File: config.mk
export PLATFORM = sky130hd
export DESIGN_NAME = rate_loop_top
export DESIGN_NICKNAME = d
export VERILOG_FILES = /design/src/hw/rate_loop_pkg.sv /design/src/hw/wb_master_port.sv /design/src/hw/threshold_bank.sv /design/src/hw/rate_loop_seq.sv /design/src/hw/csr_readback.sv /design/src/hw/rate_loop_top.sv
export VERILOG_INCLUDE_DIRS = /design/src /design/src/hw
export SDC_FILE = /design/constraint.sdc
export NUM_CORES = 1
export LEC_CHECK = 0
export ABC_AREA = 1
export BUFFER_PORTS_ARGS = -buffer_cell sky130_fd_sc_hd__clkbuf_2
export CELL_PAD_IN_SITES_DETAIL_PLACEMENT = 1
export CELL_PAD_IN_SITES_GLOBAL_PLACEMENT = 1
export CORE_UTILIZATION = 48
export CTS_CLUSTER_DIAMETER = 50
export CTS_CLUSTER_SIZE = 40
export DETAILED_ROUTE_END_ITERATION = 16
export HOLD_SLACK_MARGIN = 0.03
export PLACE_DENSITY = 0.95
export REMOVE_ABC_BUFFERS = 1
export SETUP_SLACK_MARGIN = 0.3
export SYNTH_ARGS = -nofsm -noshare
export SYNTH_HDL_FRONTEND = slang
export SYNTH_HIERARCHICAL = 1
export SYNTH_SLANG_ARGS = --single-unit
export TNS_END_PERCENT = 100
File: constraint.sdc
create_clock -name wb_clk_i -period 3.3 [get_ports wb_clk_i]
set_clock_uncertainty 0.15 [all_clocks]
set_input_delay 0.495 -clock wb_clk_i [delete_from_list [all_inputs] [get_ports wb_clk_i]]
set_output_delay 0.495 -clock wb_clk_i [all_outputs]
set_load 0.01 [all_outputs]
File: src/hw/rate_loop_cfg.svh
`ifndef RATE_LOOP_CFG_SVH
`define RATE_LOOP_CFG_SVH

// Datapath sizes
`define RL_NBEAMS        2
`define RL_THRESH_W      18
`define RL_COUNT_W       32
`define RL_ADR_W         22
`define RL_DAT_W         32

// Control loop settings
`define RL_START_THRESH  3500
`define RL_TARGET        100      // Triggers wanted per counting period
`define RL_MARGIN        10       // Dead band either side of the target
`define RL_KP            2        // Threshold step per round
`define RL_BOOT_CYCLES   31

// L1 trigger register map in word addresses
`define RL_ADR_CTRL      22'h000
`define RL_ADR_BEAM      22'h400  // Plus 4 per beam
`define RL_ADR_ARM       22'h800  // Plus 4 per beam
`define RL_CTRL_START    32'h1
`define RL_CTRL_APPLY    32'h2
`define RL_ARM_VAL       32'h1

// Readback address decode
`define RL_RB_CNT_BIT    10
`define RL_RB_THR_BIT    11
`define RL_RB_BEAM_HI    9
`define RL_RB_BEAM_LO    2

`endif

File: src/hw/rate_loop_pkg.sv
`include "rate_loop_cfg.svh"

package rate_loop_pkg;

    // One beam threshold as written to the trigger
    typedef logic [`RL_THRESH_W-1:0] thresh_t;

    // Triggers counted in one period
    typedef logic [`RL_COUNT_W-1:0] count_t;

    // Beam index, able to hold RL_NBEAMS itself
    typedef logic [$clog2(`RL_NBEAMS+1)-1:0] beam_t;

    // Wishbone bus fields
    typedef logic [`RL_ADR_W-1:0] wb_adr_t;
    typedef logic [`RL_DAT_W-1:0] wb_dat_t;

endpackage

File: src/hw/wb_master_port.sv
`timescale 1ns/100ps
`include "rate_loop_cfg.svh"

module wb_master_port (
    input  logic                   wb_clk_i,
    input  logic                   arst_n_i,
    input  logic                   req_i,
    input  logic                   we_i,
    input  rate_loop_pkg::wb_adr_t adr_i,
    input  rate_loop_pkg::wb_dat_t dat_i,
    output logic                   done_o,
    output rate_loop_pkg::wb_dat_t rdata_o,
    output logic                   wbm_cyc_o,
    output logic                   wbm_stb_o,
    output logic                   wbm_we_o,
    output rate_loop_pkg::wb_adr_t wbm_adr_o,
    output rate_loop_pkg::wb_dat_t wbm_dat_o,
    input  logic                   wbm_ack_i,
    input  rate_loop_pkg::wb_dat_t wbm_dat_i
);

    typedef enum logic {ST_SENDING, ST_WAITING} port_state_t;

    port_state_t state;

    assign wbm_cyc_o = (state == ST_WAITING);  // Bus held for the whole transfer
    assign wbm_stb_o = (state == ST_WAITING);

    always_ff @(posedge wb_clk_i or negedge arst_n_i) begin
        if (!arst_n_i) begin
            state  <= ST_SENDING;
            done_o <= 1'b0;
        end else begin
            done_o <= 1'b0;
            case (state)
                ST_SENDING: if (req_i) state <= ST_WAITING;
                ST_WAITING: if (wbm_ack_i) begin
                    state  <= ST_SENDING;   // Drops cyc and stb after ack
                    done_o <= 1'b1;
                end
                default: state <= ST_SENDING;
            endcase
        end
    end

    // Request fields and read data
    always_ff @(posedge wb_clk_i) begin
        if (state == ST_SENDING && req_i) begin
            wbm_we_o  <= we_i;
            wbm_adr_o <= adr_i;
            wbm_dat_o <= dat_i;
        end
        if (state == ST_WAITING && wbm_ack_i) rdata_o <= wbm_dat_i;
    end

endmodule

File: src/hw/threshold_bank.sv
`timescale 1ns/100ps
`include "rate_loop_cfg.svh"

module threshold_bank (
    input  logic                                        wb_clk_i,
    input  logic                                        arst_n_i,
    input  rate_loop_pkg::beam_t                        beam_i,
    input  logic                                        count_we_i,
    input  rate_loop_pkg::count_t                       count_i,
    input  logic                                        calc_en_i,
    input  logic                                        commit_i,
    output rate_loop_pkg::count_t  [`RL_NBEAMS-1:0]     count_o,
    output rate_loop_pkg::thresh_t [`RL_NBEAMS-1:0]     next_thresh_o,
    output rate_loop_pkg::thresh_t [`RL_NBEAMS-1:0]     thresh_o
);

    localparam rate_loop_pkg::count_t HI_LIMIT =
        rate_loop_pkg::count_t'(`RL_TARGET + `RL_MARGIN);
    localparam rate_loop_pkg::count_t LO_LIMIT =
        rate_loop_pkg::count_t'(`RL_TARGET - `RL_MARGIN);
    localparam rate_loop_pkg::thresh_t GAIN = rate_loop_pkg::thresh_t'(`RL_KP);
    localparam rate_loop_pkg::thresh_t START_THRESH =
        rate_loop_pkg::thresh_t'(`RL_START_THRESH);

    rate_loop_pkg::count_t  [`RL_NBEAMS-1:0] count_q;   // Last measured counts
    rate_loop_pkg::thresh_t [`RL_NBEAMS-1:0] next_q;    // Proposed for the next apply
    rate_loop_pkg::thresh_t [`RL_NBEAMS-1:0] thresh_q;  // Currently applied in the trigger
    rate_loop_pkg::thresh_t                  calc_thresh;

    ////////////////////////////////////////////////////////////////////////////
    // Update rule for the selected beam

    always_comb begin
        if (count_q[beam_i] > HI_LIMIT) begin
            calc_thresh = thresh_q[beam_i] + GAIN;   // Rate too high so the threshold rises
        end else if (count_q[beam_i] < LO_LIMIT) begin
            calc_thresh = thresh_q[beam_i] - GAIN;   // Rate too low
        end else begin
            calc_thresh = thresh_q[beam_i];
        end
        // Wraps at the threshold width without clipping
    end

    ////////////////////////////////////////////////////////////////////////////
    // Register sets

    always_ff @(posedge wb_clk_i or negedge arst_n_i) begin
        if (!arst_n_i) begin
            for (int b = 0; b < `RL_NBEAMS; b++) begin
                count_q[b]  <= '0;
                next_q[b]   <= START_THRESH;
                thresh_q[b] <= START_THRESH;
            end
        end else begin
            if (count_we_i) count_q[beam_i] <= count_i;
            if (calc_en_i) next_q[beam_i] <= calc_thresh;
            if (commit_i) thresh_q <= next_q;    // All beams at once
        end
    end

    assign count_o       = count_q;
    assign next_thresh_o = next_q;
    assign thresh_o      = thresh_q;

endmodule

File: src/hw/rate_loop_seq.sv
`timescale 1ns/100ps
`include "rate_loop_cfg.svh"

module rate_loop_seq (
    input  logic                                        wb_clk_i,
    input  logic                                        arst_n_i,
    input  logic                                        done_i,
    input  rate_loop_pkg::wb_dat_t                      rdata_i,
    input  rate_loop_pkg::thresh_t [`RL_NBEAMS-1:0]     next_thresh_i,
    output logic                                        req_o,
    output logic                                        we_o,
    output rate_loop_pkg::wb_adr_t                      adr_o,
    output rate_loop_pkg::wb_dat_t                      dat_o,
    output rate_loop_pkg::beam_t                        beam_o,
    output logic                                        count_we_o,
    output logic                                        calc_en_o,
    output logic                                        commit_o
);

    localparam int BOOT_W = $clog2(`RL_BOOT_CYCLES + 1);
    localparam rate_loop_pkg::beam_t LAST_BEAM = rate_loop_pkg::beam_t'(`RL_NBEAMS - 1);

    typedef enum logic [2:0] {
        ST_BOOT, ST_START, ST_POLL, ST_READ, ST_CALC, ST_WRITE, ST_ARM, ST_APPLY
    } seq_state_t;

    seq_state_t             state;
    logic [BOOT_W-1:0]      boot_cnt;
    rate_loop_pkg::beam_t   beam_q;
    logic                   busy_q;     // A transfer is open at the port
    logic                   xfer_en;
    logic                   xfer_we;
    rate_loop_pkg::wb_adr_t xfer_adr;
    rate_loop_pkg::wb_dat_t xfer_dat;
    logic                   issue;

    function automatic rate_loop_pkg::wb_adr_t beam_adr(input rate_loop_pkg::wb_adr_t base,
                                                        input rate_loop_pkg::beam_t beam);
        beam_adr = base + (rate_loop_pkg::wb_adr_t'(beam) << 2);
    endfunction

    ////////////////////////////////////////////////////////////////////////////
    // Transfer wanted in each state

    always_comb begin
        xfer_en  = 1'b1;
        xfer_we  = 1'b1;
        xfer_adr = `RL_ADR_CTRL;
        xfer_dat = '0;
        case (state)
            ST_START: xfer_dat = `RL_CTRL_START;
            ST_POLL:  xfer_we  = 1'b0;              // Status read
            ST_READ: begin
                xfer_we  = 1'b0;
                xfer_adr = beam_adr(`RL_ADR_BEAM, beam_q);
            end
            ST_WRITE: begin
                xfer_adr = beam_adr(`RL_ADR_BEAM, beam_q);
                xfer_dat = rate_loop_pkg::wb_dat_t'(next_thresh_i[beam_q]);
            end
            ST_ARM: begin
                xfer_adr = beam_adr(`RL_ADR_ARM, beam_q);
                xfer_dat = `RL_ARM_VAL;
            end
            ST_APPLY: xfer_dat = `RL_CTRL_APPLY;
            default:  xfer_en  = 1'b0;              // Boot and calculation stay off the bus
        endcase
    end

    assign issue = xfer_en && !busy_q;

    always_ff @(posedge wb_clk_i) begin
        if (issue) begin
            we_o  <= xfer_we;
            adr_o <= xfer_adr;
            dat_o <= xfer_dat;
        end
    end

    ////////////////////////////////////////////////////////////////////////////
    // Round FSM

    always_ff @(posedge wb_clk_i or negedge arst_n_i) begin
        if (!arst_n_i) begin
            state    <= ST_BOOT;
            boot_cnt <= BOOT_W'(`RL_BOOT_CYCLES);
            beam_q   <= '0;
            busy_q   <= 1'b0;
            req_o    <= 1'b0;
        end else begin
            req_o <= issue;                         // One cycle per transfer
            if (issue) busy_q <= 1'b1;
            if (done_i) busy_q <= 1'b0;
            case (state)
                ST_BOOT: begin
                    if (boot_cnt != '0) boot_cnt <= boot_cnt - 1'b1;
                    else state <= ST_WRITE;         // Load starting thresholds first
                end
                ST_START: if (done_i) state <= ST_POLL;
                ST_POLL:  if (done_i && rdata_i[0]) state <= ST_READ;   // Else ask again
                ST_READ, ST_WRITE, ST_ARM: begin
                    if (done_i) begin
                        if (beam_q == LAST_BEAM) begin
                            beam_q <= '0;
                            case (state)
                                ST_READ:  state <= ST_CALC;
                                ST_WRITE: state <= ST_ARM;
                                default:  state <= ST_APPLY;
                            endcase
                        end else begin
                            beam_q <= beam_q + 1'b1;
                        end
                    end
                end
                ST_CALC: begin
                    if (beam_q == LAST_BEAM) begin
                        beam_q <= '0;
                        state  <= ST_WRITE;
                    end else begin
                        beam_q <= beam_q + 1'b1;
                    end
                end
                ST_APPLY: if (done_i) state <= ST_START;
                default:  state <= ST_BOOT;
            endcase
        end
    end

    assign beam_o     = beam_q;
    assign count_we_o = (state == ST_READ) && done_i;   // Count arrives with done
    assign calc_en_o  = (state == ST_CALC);
    assign commit_o   = (state == ST_APPLY) && done_i;

endmodule

File: src/hw/csr_readback.sv
`timescale 1ns/100ps
`include "rate_loop_cfg.svh"

module csr_readback (
    input  logic                                        wb_clk_i,
    input  logic                                        arst_n_i,
    input  logic                                        wbs_cyc_i,
    input  logic                                        wbs_stb_i,
    input  logic                                        wbs_we_i,
    input  rate_loop_pkg::wb_adr_t                      wbs_adr_i,
    input  rate_loop_pkg::wb_dat_t                      wbs_dat_i,
    input  rate_loop_pkg::count_t  [`RL_NBEAMS-1:0]     count_i,
    input  rate_loop_pkg::thresh_t [`RL_NBEAMS-1:0]     thresh_i,
    output logic                                        wbs_ack_o,
    output rate_loop_pkg::wb_dat_t                      wbs_dat_o
);

    typedef enum logic [1:0] {ST_IDLE, ST_WRITE, ST_READ, ST_ACK} csr_state_t;

    csr_state_t             state;
    logic [`RL_RB_BEAM_HI-`RL_RB_BEAM_LO:0] rb_beam;
    rate_loop_pkg::wb_dat_t rd_word;

    assign rb_beam = wbs_adr_i[`RL_RB_BEAM_HI:`RL_RB_BEAM_LO];

    // Select the readback word
    always_comb begin
        rd_word = rate_loop_pkg::wb_dat_t'(`RL_KP);
        if (wbs_adr_i[`RL_RB_CNT_BIT]) begin
            rd_word = (rb_beam < `RL_NBEAMS) ? count_i[rb_beam] : '0;
        end else if (wbs_adr_i[`RL_RB_THR_BIT]) begin
            rd_word = (rb_beam < `RL_NBEAMS) ?
                      rate_loop_pkg::wb_dat_t'(thresh_i[rb_beam]) : '0;
        end
    end

    always_ff @(posedge wb_clk_i or negedge arst_n_i) begin
        if (!arst_n_i) begin
            state <= ST_IDLE;
        end else begin
            case (state)
                ST_IDLE:  if (wbs_cyc_i && wbs_stb_i) state <= wbs_we_i ? ST_WRITE : ST_READ;
                ST_WRITE: state <= ST_ACK;      // Nothing here is writable
                ST_READ:  state <= ST_ACK;
                default:  state <= ST_IDLE;
            endcase
        end
    end

    always_ff @(posedge wb_clk_i) begin
        if (state == ST_READ) wbs_dat_o <= rd_word;
    end

    assign wbs_ack_o = (state == ST_ACK);

endmodule

File: src/hw/rate_loop_top.sv
`timescale 1ns/100ps
`include "rate_loop_cfg.svh"

module rate_loop_top (
    input  logic                   wb_clk_i,
    input  logic                   arst_n_i,
    // Software readback target
    input  logic                   wbs_cyc_i,
    input  logic                   wbs_stb_i,
    input  logic                   wbs_we_i,
    input  rate_loop_pkg::wb_adr_t wbs_adr_i,
    input  rate_loop_pkg::wb_dat_t wbs_dat_i,
    output logic                   wbs_ack_o,
    output rate_loop_pkg::wb_dat_t wbs_dat_o,
    // L1 trigger master
    output logic                   wbm_cyc_o,
    output logic                   wbm_stb_o,
    output logic                   wbm_we_o,
    output rate_loop_pkg::wb_adr_t wbm_adr_o,
    output rate_loop_pkg::wb_dat_t wbm_dat_o,
    input  logic                   wbm_ack_i,
    input  rate_loop_pkg::wb_dat_t wbm_dat_i
);

    logic                                    seq_req;
    logic                                    seq_we;
    rate_loop_pkg::wb_adr_t                  seq_adr;
    rate_loop_pkg::wb_dat_t                  seq_dat;
    logic                                    port_done;
    rate_loop_pkg::wb_dat_t                  port_rdata;   // Also the count being stored
    rate_loop_pkg::beam_t                    beam;
    logic                                    count_we;
    logic                                    calc_en;
    logic                                    commit;
    rate_loop_pkg::count_t  [`RL_NBEAMS-1:0] count;
    rate_loop_pkg::thresh_t [`RL_NBEAMS-1:0] next_thresh;
    rate_loop_pkg::thresh_t [`RL_NBEAMS-1:0] thresh;

    wb_master_port u_port (
        .wb_clk_i, .arst_n_i,
        .req_i(seq_req), .we_i(seq_we), .adr_i(seq_adr), .dat_i(seq_dat),
        .done_o(port_done), .rdata_o(port_rdata),
        .wbm_cyc_o, .wbm_stb_o, .wbm_we_o, .wbm_adr_o, .wbm_dat_o,
        .wbm_ack_i, .wbm_dat_i
    );

    threshold_bank u_bank (
        .wb_clk_i, .arst_n_i,
        .beam_i(beam), .count_we_i(count_we), .count_i(port_rdata),
        .calc_en_i(calc_en), .commit_i(commit),
        .count_o(count), .next_thresh_o(next_thresh), .thresh_o(thresh)
    );

    rate_loop_seq u_seq (
        .wb_clk_i, .arst_n_i,
        .done_i(port_done), .rdata_i(port_rdata), .next_thresh_i(next_thresh),
        .req_o(seq_req), .we_o(seq_we), .adr_o(seq_adr), .dat_o(seq_dat),
        .beam_o(beam), .count_we_o(count_we), .calc_en_o(calc_en), .commit_o(commit)
    );

    csr_readback u_csr (
        .wb_clk_i, .arst_n_i,
        .wbs_cyc_i, .wbs_stb_i, .wbs_we_i, .wbs_adr_i, .wbs_dat_i,
        .count_i(count), .thresh_i(thresh),
        .wbs_ack_o, .wbs_dat_o
    );

endmodule

==> flow_metrics.tcl, run 1 <==
set metrics [dict create \
    period_share_pct 91.2 \
    dr_total_vias 12000 \
    final_max_slew_viol_count 0 \
    critPathArrivalTime_ps 3250 \
    areaGrowthSynthToFinish_pct 17.6 \
    fill_cells 3294 \
    ios 182 \
    grt_pass1_wl_um 74300 \
    cp_max_fo 16 \
    ant_nets 0 \
    p_leak_nw 7.63 \
    synth-seq-cells 294 \
    syn_inst 1528 \
    hold_path_depth 3 \
    postCtsSetupBuffers 0 \
    r2r_slack_ps 290 \
    outcome "completed" \
    drt_iter0_markers 1215 \
    viasPerCell 5.68 \
    endpoint_kind "flip-flop" \
    seq_area_um2 8110 \
    final_nets 1800 \
    num_rows 61 \
    drt-total-wl_um 48100 \
    syn_area_um2 13800 \
    clock_latency_ps 530 \
    antenna_found_initial 0 \
    grt_pass1_vias 13100 \
    crit_required_ps 3540 \
    worstMarginPinSlew_ps 866 \
    insertedDiodeCount 0 \
    rsz0062_at_grt "no" \
    drv_cap 0 \
    hp-start "wbs_we_i" \
    hold_path_class "input pin to flip-flop" \
    fmax_mhz 332 \
    power_w 0.0161 \
    initial_core_util_pct 49.3 \
    dieWidth_um 172 \
    cts_buffers 35 \
    use_met3_pct 6.34 \
    p_per_area_nw_per_um2 991 \
    irDropWorstVdd_mv 0.576 \
    grt_util_all_layers_pct 33.7 \
    synthDistinctLibCells 45 \
    synth.yosys.seq_area_share_pct 58.6 \
    startpoint_type "flip-flop" \
    drc 0 \
    avgRoutedWirePerCell_um 22.9 \
    post-route-min-period_ps 3010 \
    dr.pass1.iters 5 \
    multi_input_area_um2 4870 \
    htreeDepth 2 \
    cts_buffer_depth 3 \
    crit_type "flip-flop to flip-flop" \
    grt_busiest_layer "met2" \
    timing.rr.start "u_seq/beam_o[0]" \
    grtUsageMet1_pct 38.4 \
    die_h_um 172 \
    io_buffer_count 137 \
    cts.clk_slew.worst_paths_ps 60 \
    gp_congestion 0.905 \
    rr_worst_depth 13 \
    cts_sinks 294 \
    fp.dieArea_um2 29500 \
    min_to "u_csr/state[0]" \
    syn_area_per_cell_um2 9.06 \
    synth_warnings 6 \
    fin_setup_tns_ps 0 \
    r2r-end "u_bank/next_thresh_o[6]" \
    core_area_um2 28100 \
    grt_start_max_net_pins 81 \
    grt_util_met2_pct 57.6 \
    grt_overflow_total 0 \
    setup_viol 0 \
    hpwlAfterDp_um 26600 \
    cts_root_buffer "clkbuf_16" \
    drive_gt1_share_pct 20.7 \
    hold_viol 0 \
    cts_tree "done" \
    slew_headroom_pct 42.3 \
]
[repair_timing]
item,CTS,global route
endpoints found under the hold margin,86,0
resized for setup,2,1
hold buffers,33,0
setup endpoints to repair,6,1
[routing by layer]
layer  up-vias  part of all wire [%]
met4         0                   6.9
met2       703                    49
met1      5885                    37
li1       5119                     -
met5         -                     0
met3       245                   7.3
[cells by family (layout without fill, tap and decap cells)]
logic type / count (synthesis) / count (layout) / share of synthesized area (%)
adder cells (fa/ha/maj): 6 / 6 / 0.542
AO/OA/AOI/OAI: 133 / 133 / 5.27
XOR/XNOR: 19 / 19 / 1.26
flip-flops: 294 / 294 / 58.6
buffers and inverters: 204 / 373 / 7.29
other: 1 / 32 / 0.0271
AND/OR/NAND/NOR: 848 / 848 / 25.2
multiplexers: 23 / 23 / 1.86
[cells in the mapped netlist (all sizes together)]
master / count / share of area (%)
o21ai: 94 / 3.5
mux2i: 1 / 0.072
a21oi: 35 / 1.6
dfrtp: 119 / 22
inv: 112 / 3.1
mux2: 22 / 1.8
o22ai: 2 / 0.090
nand3: 45 / 1.9
edfxtp: 142 / 31
nor2: 107 / 3.7
dfstp: 33 / 6.3
nand4: 8 / 0.36
clkbuf: 19 / 0.51
a31o: 1 / 0.063
a31oi: 1 / 0.045
and2: 2 / 0.090
clkinv: 5 / 0.15
nor3: 3 / 0.14
xor2: 17 / 1.1
conb: 1 / 0.027
or2: 1 / 0.045
buf: 68 / 3.6
ha: 6 / 0.54
nand2: 682 / 19
xnor2: 2 / 0.13
[registers in the layout (all words and copies together) (netlist names)]
name                  count
u_csr/wbs_dat_o          32
u_seq/req_o               1
u_seq/adr_o               4
u_seq/we_o                1
u_port/done_o             1
u_port/rdata_o           32
u_seq/dat_o              18
u_bank/next_thresh_o     36
u_port/wbm_dat_o         32
u_port/wbm_cyc_o          1
u_port/wbm_adr_o         22
u_port/wbm_we_o           1
u_seq/state               3
u_seq/beam_o              2
u_seq/busy_q              1
u_bank/thresh_o          36
u_csr/state               2
u_seq/boot_cnt            5
u_bank/count_o           64
[per-stage QoR]
step                instance area [µm²]  hold WS [ps]  utilization, %  std cells  setup WS [ps]
floorplan                         13400          49.4               -       1472           88.5
global placement                  14800           254            52.6       2010            544
detailed placement                14800           256            52.6       2010            465
CTS                               16300           140            58.0       2106            455
global route                      16300           174            58.0       2106            314
finish                            16300           154            58.0       2106            290
[worst max-delay path by stage]
stage,slack [ps],endpoint,depth (start not counted),from
floorplan,90,u_bank/count_o[32],2,u_seq/beam_o[0]
global placement,540,u_bank/next_thresh_o[35],15,u_seq/beam_o[0]
detailed placement,470,u_bank/next_thresh_o[33],15,u_seq/beam_o[0]
CTS,450,u_bank/next_thresh_o[4],13,u_seq/beam_o[0]
global route,310,u_bank/next_thresh_o[33],15,u_seq/beam_o[0]
finish,290,u_bank/next_thresh_o[6],13,u_seq/beam_o[0]
[power by group]
group / internal, W / total (W) / switching [W]
logic: 0.00171 / 0.00642 / 0.00471
registers: 0.00496 / 0.00577 / 0.000809
clock network: 0.00225 / 0.00395 / 0.00170
total: 0.00892 / 0.0161 / 0.00721
[critical path, cell delays in order (launching register included)]
cell     delay (ps)
dfrtp_2         550
or2_1           290
nor2_1          250
nand2_1         170
inv_1           130
nand2_1          70
nand2_1         270
nand2_2         350
nand2_1         170
nand2_1          70
nand2_1          90
nand2_1         110
nand2_1         110
nand2_1         100
[cells in the final DEF (no fill, tap or decap), types with 33 or more instances in the layout]
| cell type | count |
|---|---|
| dfrtp_1 | 118 |
| clkbuf_16 | 37 |
| edfxtp_1 | 142 |
| clkbuf_2 | 136 |
| nand2_1 | 660 |
| dlygate4sd3_1 | 33 |
| o21ai_0 | 87 |
| nor2_1 | 87 |
| inv_1 | 98 |
| nand3_1 | 37 |
| dfstp_2 | 33 |
[layout make-up]
type | count | area share [%]
clock inverter | 23 | 1.39
timing repair buffer | 193 | 7.49
clock buffer | 40 | 5.75
multi-input combinational | 1061 | 29.9
inverter | 117 | 2.77
sequential | 294 | 49.8
tap | 378 | 2.90
No activity file was read; power rests on OpenSTA's default activity.
==> run 2, diff against run 1 <==
- MAX_ROUTING_LAYER: not set -> met4
==> flow_metrics.tcl, run 2 (same netlist as run 1, synthesis figures left out) <==
set metrics [dict create \
    setup_viol 0 \
    largest_reg_flops 64 \
    io_buffer_count 137 \
    p_leak_nw 7.65 \
    cts_buffer_depth 3 \
    die_h_um 172 \
    htreeDepth 1 \
    avgRoutedWirePerCell_um 23.0 \
    critPathTopFamily "simple AND/OR/NAND/NOR gates" \
    crit_buf_inv 3 \
    startpoint_type "flip-flop" \
    worstMarginPinSlew_ps 934 \
    drt_iter0_markers 1102 \
    grt_start_max_net_pins 72 \
    cts_root_buffer "clkbuf_16" \
    rr_worst_depth 15 \
    max_stage_delay_ps 490 \
    grt_pass1_wl_um 72700 \
    crit_chain "buf_4, buf_4, or2_1, nor2_1, nand2_1, inv_1, nand2_1, nand2_1, nand2_2, nand2_1, nand2_1, nand2_1, nand2_1, nand2_1, nand2_1" \
    dieWidth_um 172 \
    ios 182 \
    hold_path_depth 4 \
    timing.rr.start "u_seq/beam_o[0]" \
    drv_cap 0 \
    critPathArrivalTime_ps 3200 \
    grt_overflow_total 0 \
    drc 0 \
    hold_path_class "input pin to flip-flop" \
    num_rows 61 \
    r2r-end "u_bank/next_thresh_o[6]" \
    multi_input_area_um2 4870 \
    viasPerCell 5.68 \
    hpwlAfterDp_um 27100 \
    final_area_um2 16300 \
    dr_total_vias 12000 \
    crit_type "flip-flop to flip-flop" \
    cp_max_fo 21 \
    slew_headroom_pct 37.6 \
    ant_nets 0 \
    drt-total-wl_um 48700 \
    core_area_um2 28100 \
    gp_congestion 0.947 \
    slowest_stage "dfrtp_2" \
    grt_pass1_vias 12800 \
    path_common_cell "nand2_1" \
    clock_latency_ps 610 \
    dr.pass1.iters 5 \
    outcome "completed" \
    initial_core_util_pct 49.3 \
    fin_setup_tns_ps 0 \
    cts.clk_slew.worst_paths_ps 90 \
    place_area_um2 14800 \
    fp.dieArea_um2 29500 \
    final_nets 1807 \
    antenna_found_initial 2 \
    areaGrowthSynthToFinish_pct 17.8 \
    drive_gt1_share_pct 21.1 \
    p_per_area_nw_per_um2 987 \
    irDropWorstVdd_mv 0.757 \
    fill_cells 3266 \
    r2r_slack_ps 390 \
    final_max_slew_viol_count 0 \
    post-route-min-period_ps 2910 \
    final_cell_mix "nand2_1, edfxtp_1, clkbuf_2" \
    endpoint_kind "flip-flop" \
    cts_buffers 31 \
    crit_required_ps 3590 \
    seq_area_um2 8110 \
    cts_sinks 294 \
    holdWs_ps 53.6 \
    period_share_pct 88.3 \
    min_to "u_port/wbm_cyc_o" \
    power_w 0.0161 \
    fmax_mhz 343 \
    grt_util_all_layers_pct 34.2 \
    layout_commonest_cell "nand2_1" \
    rsz0062_at_grt "no" \
    hp-start "wbm_ack_i" \
    fin_util_pct 58.1 \
    cts_tree "done" \
    hold_viol 0 \
]
run 2: layout make-up:
class | instances | share of cell area (%)
Antenna cell | 2 | 0.0307
Clock buffer | 37 | 5.08
Clock inverter | 20 | 1.84
Inverter | 117 | 2.75
Multi-Input combinational cell | 1061 | 29.9
Sequential cell | 294 | 49.7
Tap cell | 378 | 2.90
Timing Repair Buffer | 204 | 7.83
run 2: power breakdown:
group          total (W)  switching, W  internal [W]
sequential       0.00577      0.000816       0.00496
combinational    0.00646       0.00468       0.00178
clock            0.00386       0.00184       0.00202
total             0.0161       0.00734       0.00875
run 2: worst min-delay path: stages:
cell	delay, ps
clkbuf_2	90
inv_1	40
nand2_1	70
nand2_2	50
run 2: through the flow:
stage / setup slack (ps) / instances
after floorplan: 88.5 / 1472
after global placement: 589 / 2015
after detailed placement: 507 / 2015
after CTS: 363 / 2105
after global routing: 264 / 2113
final: 386 / 2113
run 2: how the worst max path moves through the flow:
| stage | from | endpoint | slack (ps) | cells after the start |
|---|---|---|---|---|
| floorplan | u_seq/beam_o[0] | u_bank/count_o[32] | 90 | 2 |
| global placement | u_seq/beam_o[0] | u_bank/next_thresh_o[35] | 590 | 16 |
| detailed placement | u_seq/beam_o[0] | u_bank/next_thresh_o[4] | 510 | 13 |
| CTS | u_seq/beam_o[0] | u_bank/next_thresh_o[6] | 360 | 14 |
| global route | u_seq/beam_o[0] | u_bank/next_thresh_o[33] | 260 | 16 |
| finish | u_seq/beam_o[0] | u_bank/next_thresh_o[6] | 390 | 15 |
run 2: what timing repair did:
| item | CTS | global route |
|---|---|---|
| hold buffers | 33 | 0 |
| resized for setup | 0 | 4 |
| setup endpoints to repair | 0 | 27 |
| setup buffers | 0 | 6 |
| hold endpoints to repair | 74 | 0 |
run 2: layer usage:
metal | part of all wire [%] | wire (µm) | vias up | global-route usage, %
met2 | 48 | 23400 | 725 | 56.6
met5 | 0 | 0 | - | -
met4 | 8.7 | 4230 | 0 | 25.9
li1 | - | - | 5150 | -
met1 | 35 | 17000 | 5857 | 35.9
met3 | 8.1 | 3960 | 280 | 7.26
